File: config.mk
export PLATFORM = sky130hd
export DESIGN_NAME = icache_data_steer
export DESIGN_NICKNAME = d
export VERILOG_FILES = /design/src/hw/icache_access_pkg.sv /design/src/hw/icache_bank_pkg.sv /design/src/hw/icache_data_steer.sv
export VERILOG_INCLUDE_DIRS = /design/src /design/src/hw
export SDC_FILE = /design/constraint.sdc
export NUM_CORES = 1
export LEC_CHECK = 0
export BUFFER_PORTS_ARGS = -buffer_cell sky130_fd_sc_hd__buf_4
export CORE_AREA = 2 2 129 131
export DETAILED_ROUTE_END_ITERATION = 10
export DIE_AREA = 0 0 131 133
export PLACE_DENSITY = 0.39
export SYNTH_ARGS = -nofsm -noshare
export SYNTH_HDL_FRONTEND = slang
export SYNTH_SLANG_ARGS = --single-unit
File: constraint.sdc
create_clock -name vclk -period 0.8
set_input_delay 0 -clock vclk [all_inputs]
set_output_delay 0 -clock vclk [all_outputs]
set_load 0.05 [all_outputs]
File: src/hw/icache_defines.svh
// Icache data array widths
`ifndef ICACHE_DEFINES_SVH
`define ICACHE_DEFINES_SVH

// ------------------------------------------------------------
// Request side
// ------------------------------------------------------------

// Fetch and refill index, only bits 11:0 reach the banks
`define ICACHE_IDX_W 14

// Refill beat and debug record, four bank words
`define ICACHE_LINE_W 128

// ------------------------------------------------------------
// Bank side
// ------------------------------------------------------------

// Row address: index 11:2 plus the steered way bit
`define ICACHE_ROW_W 11

// Words per bank
`define ICACHE_DEPTH 2048

// One instruction word per bank
`define ICACHE_WORD_W 32

// Interleaved banks, two pairs of two
`define ICACHE_NUM_BANKS 4

`endif

File: src/hw/icache_access_pkg.sv
// Icache request types
package icache_access_pkg;

  // ------------------------------------------------------------
  // Access opcode
  // ------------------------------------------------------------

  // Decoded once per cycle from the request strobes
  // At most one strobe is set, so the decode is a plain priority
  typedef enum logic [1:0] {
    // No strobe this cycle
    ACC_IDLE  = 2'd0,
    // Way-specific fetch, one bank read
    ACC_FETCH = 2'd1,
    // Refill beat, all four banks written
    ACC_FILL  = 2'd2,
    // Debug read, all four banks read
    ACC_DEBUG = 2'd3
  } access_op_e;

  // Align keeps this for one cycle
  // and turns FETCH or DEBUG into a valid pulse

endpackage

File: src/hw/icache_bank_pkg.sv
// Icache bank types
package icache_bank_pkg;

  // ------------------------------------------------------------
  // Bank pair
  // ------------------------------------------------------------

  // Banks pair up for the refill way bit and the data lanes
  typedef enum logic {
    // Banks 0 and 1, steered by data_wen[0]
    HALF_LOW  = 1'b0,
    // Banks 2 and 3, steered by data_wen[1]
    HALF_HIGH = 1'b1
  } bank_half_e;

  // ------------------------------------------------------------
  // Per-bank port mode
  // ------------------------------------------------------------

  // Stands in for the chip enable and write enable pair of a macro
  typedef enum logic [1:0] {
    BANK_OFF   = 2'd0,
    BANK_READ  = 2'd1,
    BANK_WRITE = 2'd2
  } bank_mode_e;

endpackage

File: src/hw/icache_data_steer.sv
// Icache bank request steering
`timescale 1ns/1ps
`include "icache_defines.svh"

module icache_data_steer (
  input  logic [`ICACHE_IDX_W-1:0]  data_idx,
  input  logic [`ICACHE_LINE_W-1:0] data_din,
  input  logic [1:0]                data_ren,
  input  logic [1:0]                data_wen,
  input  logic                      dbg_rd,
  input  logic                      dbg_way,
  output icache_bank_pkg::bank_mode_e bank_mode [`ICACHE_NUM_BANKS],
  output logic [`ICACHE_ROW_W-1:0]  bank_row [`ICACHE_NUM_BANKS],
  output logic [`ICACHE_WORD_W-1:0] bank_wdata [`ICACHE_NUM_BANKS],
  output icache_access_pkg::access_op_e req_op,
  output logic [1:0]                fetch_bank
);

  // ------------------------------------------------------------
  // Request classification
  // ------------------------------------------------------------

  // Strobes are exclusive, order only matters for illegal input
  always_comb begin
    if (|data_wen) begin
      req_op = icache_access_pkg::ACC_FILL;
    end else if (dbg_rd) begin
      req_op = icache_access_pkg::ACC_DEBUG;
    end else if (|data_ren) begin
      req_op = icache_access_pkg::ACC_FETCH;
    end else begin
      req_op = icache_access_pkg::ACC_IDLE;
    end
  end

  // Way 1 reads bank idx[1:0]
  // Way 0 reads the same lane in the other pair
  assign fetch_bank = data_ren[1] ? data_idx[1:0] : (data_idx[1:0] ^ 2'b10);

  // ------------------------------------------------------------
  // Per-bank decode
  // ------------------------------------------------------------

  for (genvar b = 0; b < `ICACHE_NUM_BANKS; b++) begin : g_bank
    // Pair this bank belongs to
    localparam icache_bank_pkg::bank_half_e HALF =
      (b >= 2) ? icache_bank_pkg::HALF_HIGH : icache_bank_pkg::HALF_LOW;
    // Odd banks carry the upper word of a 64-bit lane
    localparam int LANE = (b % 2) * `ICACHE_WORD_W;

    logic half_wen;
    logic dbg_way_bit;
    logic way_bit;
    logic rd_en;

    // Refill half strobe for this pair
    assign half_wen = (HALF == icache_bank_pkg::HALF_HIGH) ? data_wen[1] : data_wen[0];

    // High pair follows dbg_way, low pair the inverse
    assign dbg_way_bit = (HALF == icache_bank_pkg::HALF_HIGH) ? dbg_way : !dbg_way;

    // Refilled pair forced to way 1, otherwise idx[1] or debug way
    assign way_bit = half_wen | (dbg_rd ? dbg_way_bit : data_idx[1]);

    assign bank_row[b] = {data_idx[`ICACHE_ROW_W:2], way_bit};

    // Upper 64 bits of the beat go to the pair named by data_wen
    assign bank_wdata[b] = half_wen
                         ? data_din[`ICACHE_LINE_W/2 + LANE +: `ICACHE_WORD_W]
                         : data_din[LANE +: `ICACHE_WORD_W];

    // Debug reads every bank, fetch only the selected one
    assign rd_en = (req_op == icache_access_pkg::ACC_DEBUG)
                || ((req_op == icache_access_pkg::ACC_FETCH) && (fetch_bank == 2'(b)));

    // Former gate enable, now a port mode on the shared clock
    assign bank_mode[b] = (req_op == icache_access_pkg::ACC_FILL) ? icache_bank_pkg::BANK_WRITE
                        : rd_en ? icache_bank_pkg::BANK_READ
                        : icache_bank_pkg::BANK_OFF;
  end

endmodule

==> qor_table.md <==
| Group | Quantity | Reported |
|---|---|---|
| outcome | Status | finished with violations |
| outcome | Failing checks | setup timing |
| finish | Layout Area Growth over Synthesis | 135.7% |
| finish | Count of inserted antenna diode cells | 0 |
| finish | Layout Nets | 603 |
| critical path | Critical-path cell with the highest stage delay | sky130_fd_sc_hd__or3b_4 |
| sta | Relative slew margins | 71.31% |
| power | Power per cell area | 1009 nW/um^2 |
| sta | Setup repair after global routing missed its margin | true |
| critical path | Cell depth of the worst setup path | 4 |
| synth | Share of synthesized area occupied by flip-flops and latches | 0% |
| power | P_leak | 2.277 nW |
| global routing | Global-route congestion overflow total | 0 |
| global routing | Number of global-route vias before repair | 2476 |
| detailed routing | Drt drc | 0 |
| sta | Count of final hold-check violations | 0 |
| sta | Worst Tran Pin Value | 430.3 ps |
| detailed routing | Routed Antenna Nets | 0 |
| placed design | Final weighted congestion in routability-driven placement | 0.7100 |
| die | Starting Density | 12.76% |
| critical path | Largest stage delay on the critical path | 420 ps |
| detailed routing | Violation count after the first detailed-route iteration | 23 |
| synth | Yosys top cell area share | 69.86% |
| critical path | Required time at the worst-slack endpoint | 800 ps |
| detailed routing | Mean routed wirelength per cell | 15.21 microns |
| finish | Total of clock buffers placed in the layout | 0 |
| sta | Period utilization | 116.3% |
| flow run | Max-cap violations | 0 |
| placed design | Placed Area | 4230 sq um |
| critical path | Element type at the critical path start | input pin |
| synth | Post-Synthesis Cells | 211 |
| critical path | Arrival @ worst endpoint | 930 ps |
| sta | Fin Hold WS | 0.03388 ps |
| synth | Post-synth top area cell | sky130_fd_sc_hd__mux2_2 |
| die | Num ports | 332 |
| die | Die Span Y | 133 microns |
| finish | Area occupied by multi-input gates | 1692 sq um |
| placed design | Number of input and output port buffers inserted | 280 |
| synth | Dominant cells by area after synthesis | sky130_fd_sc_hd__mux2_2, sky130_fd_sc_hd__buf_4, sky130_fd_sc_hd__buf_6 |
| finish | Layout cell share with drive strength beyond 1 | 98.23% |
| power | Proportion of power drawn by flip-flops and latches | 0% |
| synth | Mean post-synth cell area | 9.778 sq um |
| placed design | Final HPWL from detailed placement | 8066 microns |
| detailed routing | Routed vias/inst | 3.820 |
| die | Width of the chip | 131 microns |
| die | Area of the core | 16170 sq um |
| global routing | Number of antenna violations at the first check in global routing | 0 |
| critical path | Dominant delay contributor by cell family on the critical path | simple AND/OR/NAND/NOR gates |
| global routing | Largest net degree at the start of global routing | 33 |
| hold path | Worst Hold Class | input pin to primary output |
| synth | Mapped Area | 2063 sq um |
| power | Switching power share of the total | 58.04% |
| finish | Register area | 0 sq um |
| detailed routing | Vias | 2571 |
| sta | Final worst slack | -130.7 ps |
| critical path | First element of the critical path | data_ren[1] |
| die | Die area | 17420 sq um |
| critical path | Setup crit end kind | primary output |
| critical path | Worst path cell trace | buf_8, or3b_4, a211oi_4, buf_6 |
| critical path | WP buf/inv | 2 |
| sta | Final-report max-slew violation count | 0 |
| critical path | Largest fanout on the critical path | 4 |
| synth | Post-synth cell types | 20 |
| sta | Highest Clock Rate | 1074 MHz |
| critical path | Critical path endpoint | bank_mode[2] |
| power | Power spent charging and discharging nets | 2.849 mW |
| clock tree | Number of hold-repair buffers added at the cts stage | 0 |
| die | Number of core rows | 47 |
| critical path | Worst setup path class | input pin to primary output |
| sta | Clock period minus final worst setup slack | 930.7 ps |
| power | Worst vdd rail ir drop | 0.0003709 V |
| power | Design internal power | 2.060 mW |
| global routing | Combined global-route utilization of all metal layers | 8.920% |
| finish | Final Cell Area | 4862 sq um |
| finish | Flip-flop and latch count | 0 |
| sta | Final Setup Violations | 48 |
| placed design | Cell count after placement | 664 |
| power | Share of total power in combinational logic | 100.0% |
| detailed routing | Detailed-router iteration count before antenna repair | 3 |
| finish | Fill cells | 1705 |
| global routing | First-pass GRT wire length | 12850 microns |
| synth | Yosys warning count | 0 |
| finish | Final Instance Count excl. Fillers | 673 |
| detailed routing | Total wire length | 10240 microns |
| synth | Synthesized net count | 359 |
| power | Portion of total power attributed to the clock network | 0% |
-- worst min-delay path by stage --
stage / from / endpoint / slack, ps / cells past startpoint
5_1_grt: data_idx[2] / bank_row[1] / 0.2 / 0
3_5_place_dp: data_idx[10] / bank_row[31] / 0.8 / 0
2_1_floorplan: data_idx[11] / bank_row[10] / 170 / 1
3_3_place_gp: data_idx[10] / bank_row[31] / 0.8 / 0
4_1_cts: data_idx[10] / bank_row[31] / 0.8 / 0
6_report: data_idx[8] / bank_row[29] / 0.03 / 0
-- cell usage in the layout, fill, tap and decap left out --
cell type	Yosys	final
sky130_fd_sc_hd__a211o_4	0	1
sky130_fd_sc_hd__a211oi_4	0	2
sky130_fd_sc_hd__a21oi_1	1	1
sky130_fd_sc_hd__a311oi_4	0	2
sky130_fd_sc_hd__and2_4	0	1
sky130_fd_sc_hd__buf_12	0	5
sky130_fd_sc_hd__buf_16	0	4
sky130_fd_sc_hd__buf_4	50	202
sky130_fd_sc_hd__buf_6	8	79
sky130_fd_sc_hd__buf_8	0	10
sky130_fd_sc_hd__clkbuf_16	0	5
sky130_fd_sc_hd__inv_1	1	1
sky130_fd_sc_hd__mux2_2	128	122
sky130_fd_sc_hd__mux2_4	0	6
sky130_fd_sc_hd__nand3b_1	1	1
sky130_fd_sc_hd__nor2_1	3	2
sky130_fd_sc_hd__nor2_4	0	1
sky130_fd_sc_hd__nor2b_1	1	1
sky130_fd_sc_hd__nor3_1	1	1
sky130_fd_sc_hd__o21bai_1	1	1
sky130_fd_sc_hd__or2_4	0	1
sky130_fd_sc_hd__or2b_4	0	1
sky130_fd_sc_hd__or3_4	0	1
sky130_fd_sc_hd__or3b_4	0	1
sky130_fd_sc_hd__xnor2_2	0	1
-- timing repair --
item	CTS	global route
resized for setup	27	88
pin swaps	7	2
hold endpoints to repair	0	0
cloned	0	8
buffers inserted	0	1
setup endpoints to repair	140	120
-- area by class of cell --
| cell class | instances | share of cell area, % |
|---|---|---|
| multi-input combinational | 147 | 34.79 |
| timing repair buffer | 305 | 59.47 |
| inverter | 1 | 0.07720 |
| tap | 220 | 5.661 |
-- synth_stat cells (all sizes together) --
cell type,instances
nand3b,1
mux2,128
or3,1
nor2,3
or3b,1
nor3,1
nor2b,1
a21oi,1
a211oi,2
or2,1
and2,1
inv,1
or2b,1
xnor2,1
o21bai,1
a311oi,2
a211o,1
buf,63
-- metal layers --
| metal | part of all wire (%) | GRT usage, % | wire length [microns] | up-vias |
|---|---|---|---|---|
| met2 | 57 | 19.23 | 5824 | 152 |
| met5 | 0 | 0 | 0 | - |
| li1 | - | - | - | 1214 |
| met1 | 32 | 8.816 | 3319 | 1199 |
| met3 | 10 | 1.496 | 1048 | 6 |
| met4 | 0.42 | 0.6501 | 43 | 0 |
-- through the flow --
stage	setup WS (ps)	TNS, ps	power [mW]	utilization, %
after floorplan	-172.0	-614.7	3.446	-
after global placement	-212.8	-12410	4.452	26.16
after detailed placement	-210.6	-13200	4.463	26.16
after CTS	-141.6	-5095	4.541	26.82
after global routing	-156.5	-5236	5.101	30.07
final	-130.7	-3524	4.908	30.07
-- power by group through the flow --
stage               Sequential, mW  Clock, mW  Combinational [mW]
global route                     0          0                5.10
floorplan                        0          0                3.45
global placement                 0          0                4.45
CTS                              0          0                4.54
finish                           0          0                4.91
detailed placement               0          0                4.46
-- logic make-up (layout without fill, tap and decap cells) --
family | Yosys count | after routing | share of synthesized area (%)
XOR/XNOR | 1 | 1 | 0.4246
AND/OR/NAND/NOR | 11 | 11 | 3.154
buffers and inverters | 64 | 306 | 23.95
AO/OA/AOI/OAI | 7 | 7 | 2.608
multiplexers | 128 | 128 | 69.86
Note: power is estimated with default switching activity, not from simulation.
