--- src/hw/icache_defines.svh ---
// Icache data array widths
`ifndef ICACHE_DEFINES_SVH
`define ICACHE_DEFINES_SVH

// ------------------------------------------------------------
// Request side
// ------------------------------------------------------------

// Fetch and refill index, only bits 11:0 reach the banks
`define ICACHE_IDX_W 14

// Refill beat and debug record, four bank words
`define ICACHE_LINE_W 128

// ------------------------------------------------------------
// Bank side
// ------------------------------------------------------------

// Row address: index 11:2 plus the steered way bit
`define ICACHE_ROW_W 11

// Words per bank
`define ICACHE_DEPTH 2048

// One instruction word per bank
`define ICACHE_WORD_W 32

// Interleaved banks, two pairs of two
`define ICACHE_NUM_BANKS 4

`endif

--- src/hw/icache_access_pkg.sv ---
// Icache request types
package icache_access_pkg;

  // ------------------------------------------------------------
  // Access opcode
  // ------------------------------------------------------------

  // Decoded once per cycle from the request strobes
  // At most one strobe is set, so the decode is a plain priority
  typedef enum logic [1:0] {
    // No strobe this cycle
    ACC_IDLE  = 2'd0,
    // Way-specific fetch, one bank read
    ACC_FETCH = 2'd1,
    // Refill beat, all four banks written
    ACC_FILL  = 2'd2,
    // Debug read, all four banks read
    ACC_DEBUG = 2'd3
  } access_op_e;

  // Align keeps this for one cycle
  // and turns FETCH or DEBUG into a valid pulse

endpackage

--- src/hw/icache_data_align.sv ---
// Icache response alignment
`timescale 1ns/1ps
`include "icache_defines.svh"

module icache_data_align (
  input  logic                          forever_cpuclk,
  input  logic                          arst_n,
  input  icache_access_pkg::access_op_e req_op,
  input  logic [1:0]                    fetch_bank,
  input  logic [`ICACHE_WORD_W-1:0]     bank_rdata [`ICACHE_NUM_BANKS],
  output logic                          fetch_valid,
  output logic [`ICACHE_WORD_W-1:0]     fetch_data,
  output logic                          dbg_valid,
  output logic [`ICACHE_LINE_W-1:0]     dbg_data
);

  // ------------------------------------------------------------
  // Request context
  // ------------------------------------------------------------

  // Opcode of the read now sitting in the bank outputs
  icache_access_pkg::access_op_e op_q;
  // Bank that served the fetch
  logic [1:0]                    bank_q;

  // Captured on the same edge the banks read
  always_ff @(posedge forever_cpuclk or negedge arst_n) begin
    if (!arst_n) begin
      op_q   <= icache_access_pkg::ACC_IDLE;
      bank_q <= 2'b00;
    end else begin
      op_q   <= req_op;
      bank_q <= fetch_bank;
    end
  end

  // ------------------------------------------------------------
  // Response forming
  // ------------------------------------------------------------

  // One-cycle pulses, a new request replaces op_q next edge
  assign fetch_valid = (op_q == icache_access_pkg::ACC_FETCH);
  assign dbg_valid   = (op_q == icache_access_pkg::ACC_DEBUG);

  // Addressed bank word for the fetch
  assign fetch_data = bank_rdata[bank_q];

  // Debug record, bank 3 in the top word down to bank 0
  for (genvar b = 0; b < `ICACHE_NUM_BANKS; b++) begin : g_dbg
    assign dbg_data[b*`ICACHE_WORD_W +: `ICACHE_WORD_W] = bank_rdata[b];
  end

  // Data buses are not qualified
  // and only carry meaning while the matching valid is high

endmodule

--- config.mk ---
export PLATFORM = sky130hd
export DESIGN_NAME = icache_data_align
export DESIGN_NICKNAME = d
export VERILOG_FILES = /design/src/hw/icache_access_pkg.sv /design/src/hw/icache_data_align.sv
export VERILOG_INCLUDE_DIRS = /design/src /design/src/hw
export SDC_FILE = /design/constraint.sdc
export NUM_CORES = 1
export LEC_CHECK = 0
export ABC_AREA = 0
export BUFFER_PORTS_ARGS = -buffer_cell sky130_fd_sc_hd__clkbuf_2
export CORE_AREA = 8 8 109 111
export DETAILED_ROUTE_END_ITERATION = 12
export DIE_AREA = 0 0 117 119
export SLEW_MARGIN = 20
export SYNTH_ARGS = -nofsm -noshare
export SYNTH_HDL_FRONTEND = slang
export SYNTH_SLANG_ARGS = --single-unit
--- constraint.sdc ---
create_clock -name forever_cpuclk -period 1.1 [get_ports forever_cpuclk]
set_input_delay 0.055 -clock forever_cpuclk [delete_from_list [all_inputs] [get_ports forever_cpuclk]]
set_output_delay 0.055 -clock forever_cpuclk [all_outputs]
set_load 0.02 [all_outputs]
==> results of run 1 <==
timing repair:
action	CTS	global route
setup endpoints to repair	32	32
hold buffers	5	0
hold endpoints to repair	8	0
pin swaps	0	0
setup buffers	0	4
resized for setup	0	82
cloned	0	2
through the flow:
stage          setup TNS (ns)  hold WS [ns]  instance area [µm²]  util, %
6_report               -15.24         0.194                 2860     28.3
5_1_grt                -17.28         0.201                 2860     28.3
4_1_cts                -14.97         0.167                 2640     26.2
3_5_place_dp            -7.43        -0.137                 2550     25.3
3_3_place_gp            -7.33        -0.139                 2550     25.3
2_1_floorplan           -3.71        -0.241                 1890        -
worst max path at each step:
| stage | to | slack [ns] |
|---|---|---|
| 3_3_place_gp | fetch_data[28] | -0.28 |
| 2_1_floorplan | fetch_data[0] | -0.12 |
| 5_1_grt | fetch_data[4] | -0.56 |
| 3_5_place_dp | fetch_data[31] | -0.29 |
| 6_report | fetch_data[4] | -0.50 |
| 4_1_cts | fetch_data[31] | -0.53 |
critical path, delay by kind of cell, from the launching register on:
family / cells / cell delay, ns
buf+inv: 3 / 0.44
mux: 1 / 0.52
flops: 1 / 0.37
Yosys cell counts (all sizes together):
master / n / area, µm²
and2: 1 / 6.26
buf: 135 / 1050
dfrtp: 4 / 100
mux4: 32 / 728
nor2b: 1 / 6.26
per-layer routing:
metal  global-route usage, %  up-vias  part of all wire (%)  routed length (µm)
li1                        -      852                     -                   -
met1                    11.5      904                    35                3120
met2                    20.3      135                    53                4650
met3                    2.43        4                    11                 997
met4                    1.28        0                  0.31                  27
met5                       0        -                     0                   0
cell families after synthesis:
family	count (synthesis)	synth area share, %
buffers and inverters	135	55.5
flip-flops	4	5.30
multiplexers	32	38.6
AND/OR/NAND/NOR	2	0.663
power by group through the flow:
stage | clock network [W] | logic [W] | registers [W]
floorplan | 0 | 0.00114 | 0.000161
global placement | 0 | 0.00149 | 0.000164
CTS | 0.000332 | 0.00151 | 0.000162
global route | 0.000343 | 0.00175 | 0.000162
finish | 0.000322 | 0.00166 | 0.000161
detailed placement | 0 | 0.00150 | 0.000164
registers in the layout, summed over array words and instances, names as in the netlist:
| signal | cells |
|---|---|
| bank_q | 2 |
| op_q | 2 |
cell type report:
type / count / area (µm²)
flip-flops and latches: 4 / 101
fillers: 1079 / 7230
well taps: 136 / 170
multi-input cells: 34 / 733
repair buffers: 309 / 1810
clock buffers: 4 / 45.0
==> qor.csv, run 1 <==
stage,metric,value,unit
setup_path,"slowest stage cell, crit path",mux4_2,
placed_design,DP Wirelength,7740,µm
global_route,total global routing overflow,0,
pwr,Clock power frac,15.1,%
pwr,static leakage,1.64,nW
sta,f_max,624,MHz
pwr,switch share,45.9,%
sta,post-route setup slack,-0.503,ns
run_status,failing checks,negative setup slack,
yosys,syn_nets,307,
sta,fin. max-slew vios,0,
setup_path,critical path endpoint category,output pin,
drt,DRT iter0 DRCs,28,
pwr,Gate power share,77.4,%
setup_path,crit-path max cell delay,0.52,ns
pwr,Pwr Total,0.00214,W
finish,fin nets,486,
clocking,clock slew at reported path FFs,0.03,ns
placed_design,Placer Congestion,0.791,
sta,Final Critical Period,1.60,ns
global_route,first-pass GRT wire length,12000,µm
floorplanning,core footprint,10100,µm²
pwr,sequential power share,7.5,%
finish,fin cells,487,
clocking,CTS max path bufs,2,
setup_path,CP Max Fanout,8,
sta,RSZ-0062 raised after global routing,yes,
yosys,synthesized cell area,1890,µm²
placed_design,post-place setup slack,-0.292,ns
setup_path,CP Class,register to output pin,
pwr,Max VDD drop,0.676,mV
sta,slew margin rel.,86.4,%
setup_path,Worst EP required,1.04,ns
floorplanning,FP Rows,37,
run_status,status,finished with violations,
finish,antenna cells,0,
global_route,antenna violations before repair,0,
sta,worst slew pin tran,0.203,ns
sta,Final period util,146,%
drt,"antenna viol nets, final",0,
yosys,synth unique cells,9,
drt,drt pass-1 iters,4,
sta,Final Hold Vio Count,0,
pwr,Pwr per Cell Area,748,nW/µm²
clocking,Clock Tree Root,clkbuf_8,
pwr,switching pwr,0.000983,W
global_route,Tot GR Track Use,10.5,%
placed_design,Placed Cells,472,
clocking,CTS Buf Count,3,
floorplanning,initial core utilization,18.7,%
flow_run,Max-Cap Viols,0,
finish,most frequent cells in the layout,"clkbuf_2, mux4_2, buf_6",
yosys,YS warnings,0,
hold_path,Worst Hold Class,primary input to asynchronous set/reset pin,
sta,final setup fails,32,
floorplanning,chip width,117,µm
drt,Post-Route WL,8800,µm
clocking,Clock Sink Count,4,
setup_path,CP arrival,1.55,ns
setup_path,cells along the critical path,"buf_4, clkbuf_16, mux4_2, buf_6",
drt,vias per inst,3.89,
finish,"most common cell after layout, fill and taps aside",clkbuf_2,
floorplanning,IO Count,296,
pwr,Power Internal,0.00116,W
yosys,Post-Synthesis Cells,173,
drt,Vias,1895,
setup_path,Critical Path Source,bank_q[0],
yosys,Avg Synthesized Cell Area,10.9,µm²
placed_design,port bufs,295,
clocking,H-tree depth,1,
global_route,vias in the first global route,2170,
drt,WL per Instance,18.1,µm
finish,synthesis-to-finish area growth,51.5,%
floorplanning,Die Ht,119,µm
drt,DRC Markers,0,
finish,share of layout cells above drive strength 1,96.9,%
clocking,CTS tree,yes,
global_route,pin count of the biggest net entering global routing,33,
yosys,Yosys reg bits,4,
setup_path,CP startpoint kind,register,
floorplanning,Die ar.,13900,µm²
yosys,"Seq/Total Area, Yosys",5.30,%
No activity file was read; power rests on OpenSTA's default activity.
==> run 2, diff against run 1 <==
- CORE_AREA: 8 8 109 111 -> 2 2 116 118
- DIE_AREA: 0 0 117 119 -> 0 0 118 120
==> run 2 against run 1 <==
Effect of this change: the run still ends with negative setup slack left; total power is 14% higher; worst setup slack worse by 0.014 ns; final cell count is 8.0% higher; critical path depth stayed put; wire length is 18% lower; sequential power hardly changed; non-clock buffer count is 1 lower; largest cell class unchanged.
==> qor.csv, run 2 (same netlist as run 1, synthesis figures left out) <==
stage,metric,value,unit,change
global_route,first-pass GRT wire length,9050,µm,was 12000 µm
drt,vias per inst,3.67,,was 3.89
setup_path,critical path endpoint category,output pin,,unchanged
finish,biggest regs,"bank_q (2), op_q (2)",,unchanged
global_route,GRT met3 Usage,0.713,%,was 2.43%
global_route,Tot GR Track Use,8.12,%,was 10.5%
global_route,met2 Use GR,15.1,%,was 20.3%
placed_design,Placer Congestion,0.740,,was 0.791
setup_path,Worst EP required,1.04,ns,about the same
floorplanning,FP Rows,42,,was 37
placed_design,placed standard-cell area,2620,µm²,was 2550 µm²
sta,setup TNS,-15.56,ns,was -15.24 ns
finish,most frequent cells in the layout,"clkbuf_2, buf_6, mux4_2",,"was clkbuf_2, mux4_2, buf_6"
sta,Final Critical Period,1.62,ns,was 1.60 ns
sta,Final Hold Vio Count,0,,unchanged
drt,DRT iter0 DRCs,29,,was 28
finish,synthesis-to-finish area growth,59.6,%,was 51.5%
setup_path,CP arrival,1.56,ns,was 1.55 ns
clocking,H-tree depth,1,,unchanged
finish,share of layout cells above drive strength 1,97.1,%,was 96.9%
placed_design,port bufs,295,,unchanged
sta,f_max,619,MHz,was 624 MHz
global_route,M1 GR Usage,10.4,%,was 11.5%
pwr,static leakage,1.67,nW,was 1.64 nW
sta,RSZ-0062 raised after global routing,yes,,unchanged
finish,antenna cells,0,,unchanged
floorplanning,chip width,118,µm,was 117 µm
floorplanning,Die ar.,14200,µm²,was 13900 µm²
global_route,most used routing layer,met2,,unchanged
drt,DRC Markers,0,,unchanged
sta,tightest hold margin,0.170,ns,was 0.194 ns
sta,Final period util,147,%,was 146%
global_route,antenna violations before repair,0,,unchanged
clocking,CTS Buf Count,3,,unchanged
pwr,Pwr Total,0.00244,W,was 0.00214 W
hold_path,Worst Hold Class,primary input to asynchronous set/reset pin,,unchanged
finish,"most common cell after layout, fill and taps aside",clkbuf_2,,unchanged
drt,Post-Route WL,7230,µm,was 8800 µm
clocking,CTS tree,yes,,unchanged
flow_run,Max-Cap Viols,0,,unchanged
clocking,clock slew at reported path FFs,0.03,ns,about the same
sta,post-route setup slack,-0.517,ns,was -0.503 ns
pwr,Pwr per Cell Area,810,nW/µm²,was 748 nW/µm²
sta,slew margin rel.,90.7,%,was 86.4%
finish,post-route cell area,3010,µm²,was 2860 µm²
floorplanning,initial core utilization,14.5,%,was 18.7%
sta,fin. max-slew vios,0,,unchanged
placed_design,post-place setup slack,-0.365,ns,was -0.292 ns
finish,fin nets,485,,was 486
floorplanning,core footprint,13000,µm²,was 10100 µm²
clocking,Clock Sink Count,4,,unchanged
setup_path,CP startpoint kind,register,,unchanged
sta,final setup fails,32,,unchanged
clocking,Clock Tree Root,clkbuf_16,,was clkbuf_8
drt,Vias,1931,,was 1895
drt,drt pass-1 iters,4,,unchanged
drt,WL per Instance,13.7,µm,was 18.1 µm
pwr,Max VDD drop,0.640,mV,was 0.676 mV
drt,"antenna viol nets, final",0,,unchanged
floorplanning,Die Ht,120,µm,was 119 µm
finish,fillers,1442,,was 1079
run_status,failing checks,negative setup slack,,unchanged
sta,worst slew pin tran,0.141,ns,was 0.203 ns
global_route,pin count of the biggest net entering global routing,19,,was 33
floorplanning,IO Count,296,,unchanged
setup_path,CP Class,register to output pin,,unchanged
run_status,status,finished with violations,,unchanged
global_route,vias in the first global route,1671,,was 2170
global_route,total global routing overflow,0,,unchanged
setup_path,CP Max Fanout,8,,unchanged
clocking,CTS max path bufs,2,,unchanged
-- run 2: cell types whose count changed in the layout (fill, tap and decap cells not counted), sizes merged --
| cell | delta |
|---|---|
| buf | -1 |
-- run 2: stage by stage --
stage	instances	utilization (%)
3_5_place_dp	513	20.2
3_3_place_gp	513	20.2
5_1_grt	526	23.2
2_1_floorplan	173	-
6_report	526	23.2
4_1_cts	522	21.1
-- run 2: worst paths after layout --
check | start | to | cells past startpoint
worst max-delay path | bank_q[0] | fetch_data[31] | 4
min in group forever_cpuclk | bank_rdata[51] | dbg_data[83] | 2
worst min-delay path | arst_n | bank_q[1] | 2
max in group asynchronous | arst_n | bank_q[0] | 2
-- run 2: critical path, cell delays in order (launching register included) --
cell and delay, ns:
dfrtp_2 0.37, buf_6 0.12, buf_12 0.14, mux4_2 0.55, buf_6 0.16
-- run 2: layout make-up --
| class | count | area, µm² | share of cell area [%] |
|---|---|---|---|
| Tap cell | 176 | 220 | 7.31 |
| Clock buffer | 4 | 78.8 | 2.62 |
| Sequential cell | 4 | 103 | 3.40 |
| Timing Repair Buffer | 308 | 1880 | 62.3 |
| Multi-Input combinational cell | 34 | 733 | 24.3 |
-- run 2: report_power, final --
| part | switching (W) | total [W] | internal, W |
|---|---|---|---|
| clock network | 0.000104 | 0.000583 | 0.000479 |
| registers | 0.00000609 | 0.000163 | 0.000156 |
| logic | 0.000898 | 0.00170 | 0.000798 |
-- run 2: repair_timing --
item                                   in CTS  in global routing
pin swaps                                   0                  0
hold buffers                                5                  0
gates resized for setup                     1                 99
setup endpoints to repair                  32                 32
buffers inserted                            0                  2
endpoints found under the hold margin       8                  0
cloned                                      0                  2
-- run 2: layer usage --
layer / vias up / routed length [µm] / part of all wire [%]
met5: - / 0 / 0
met4: 0 / 0 / 0
met3: 0 / 626 / 8.7
met2: 164 / 3770 / 52
met1: 913 / 2840 / 39
li1: 854 / - / -
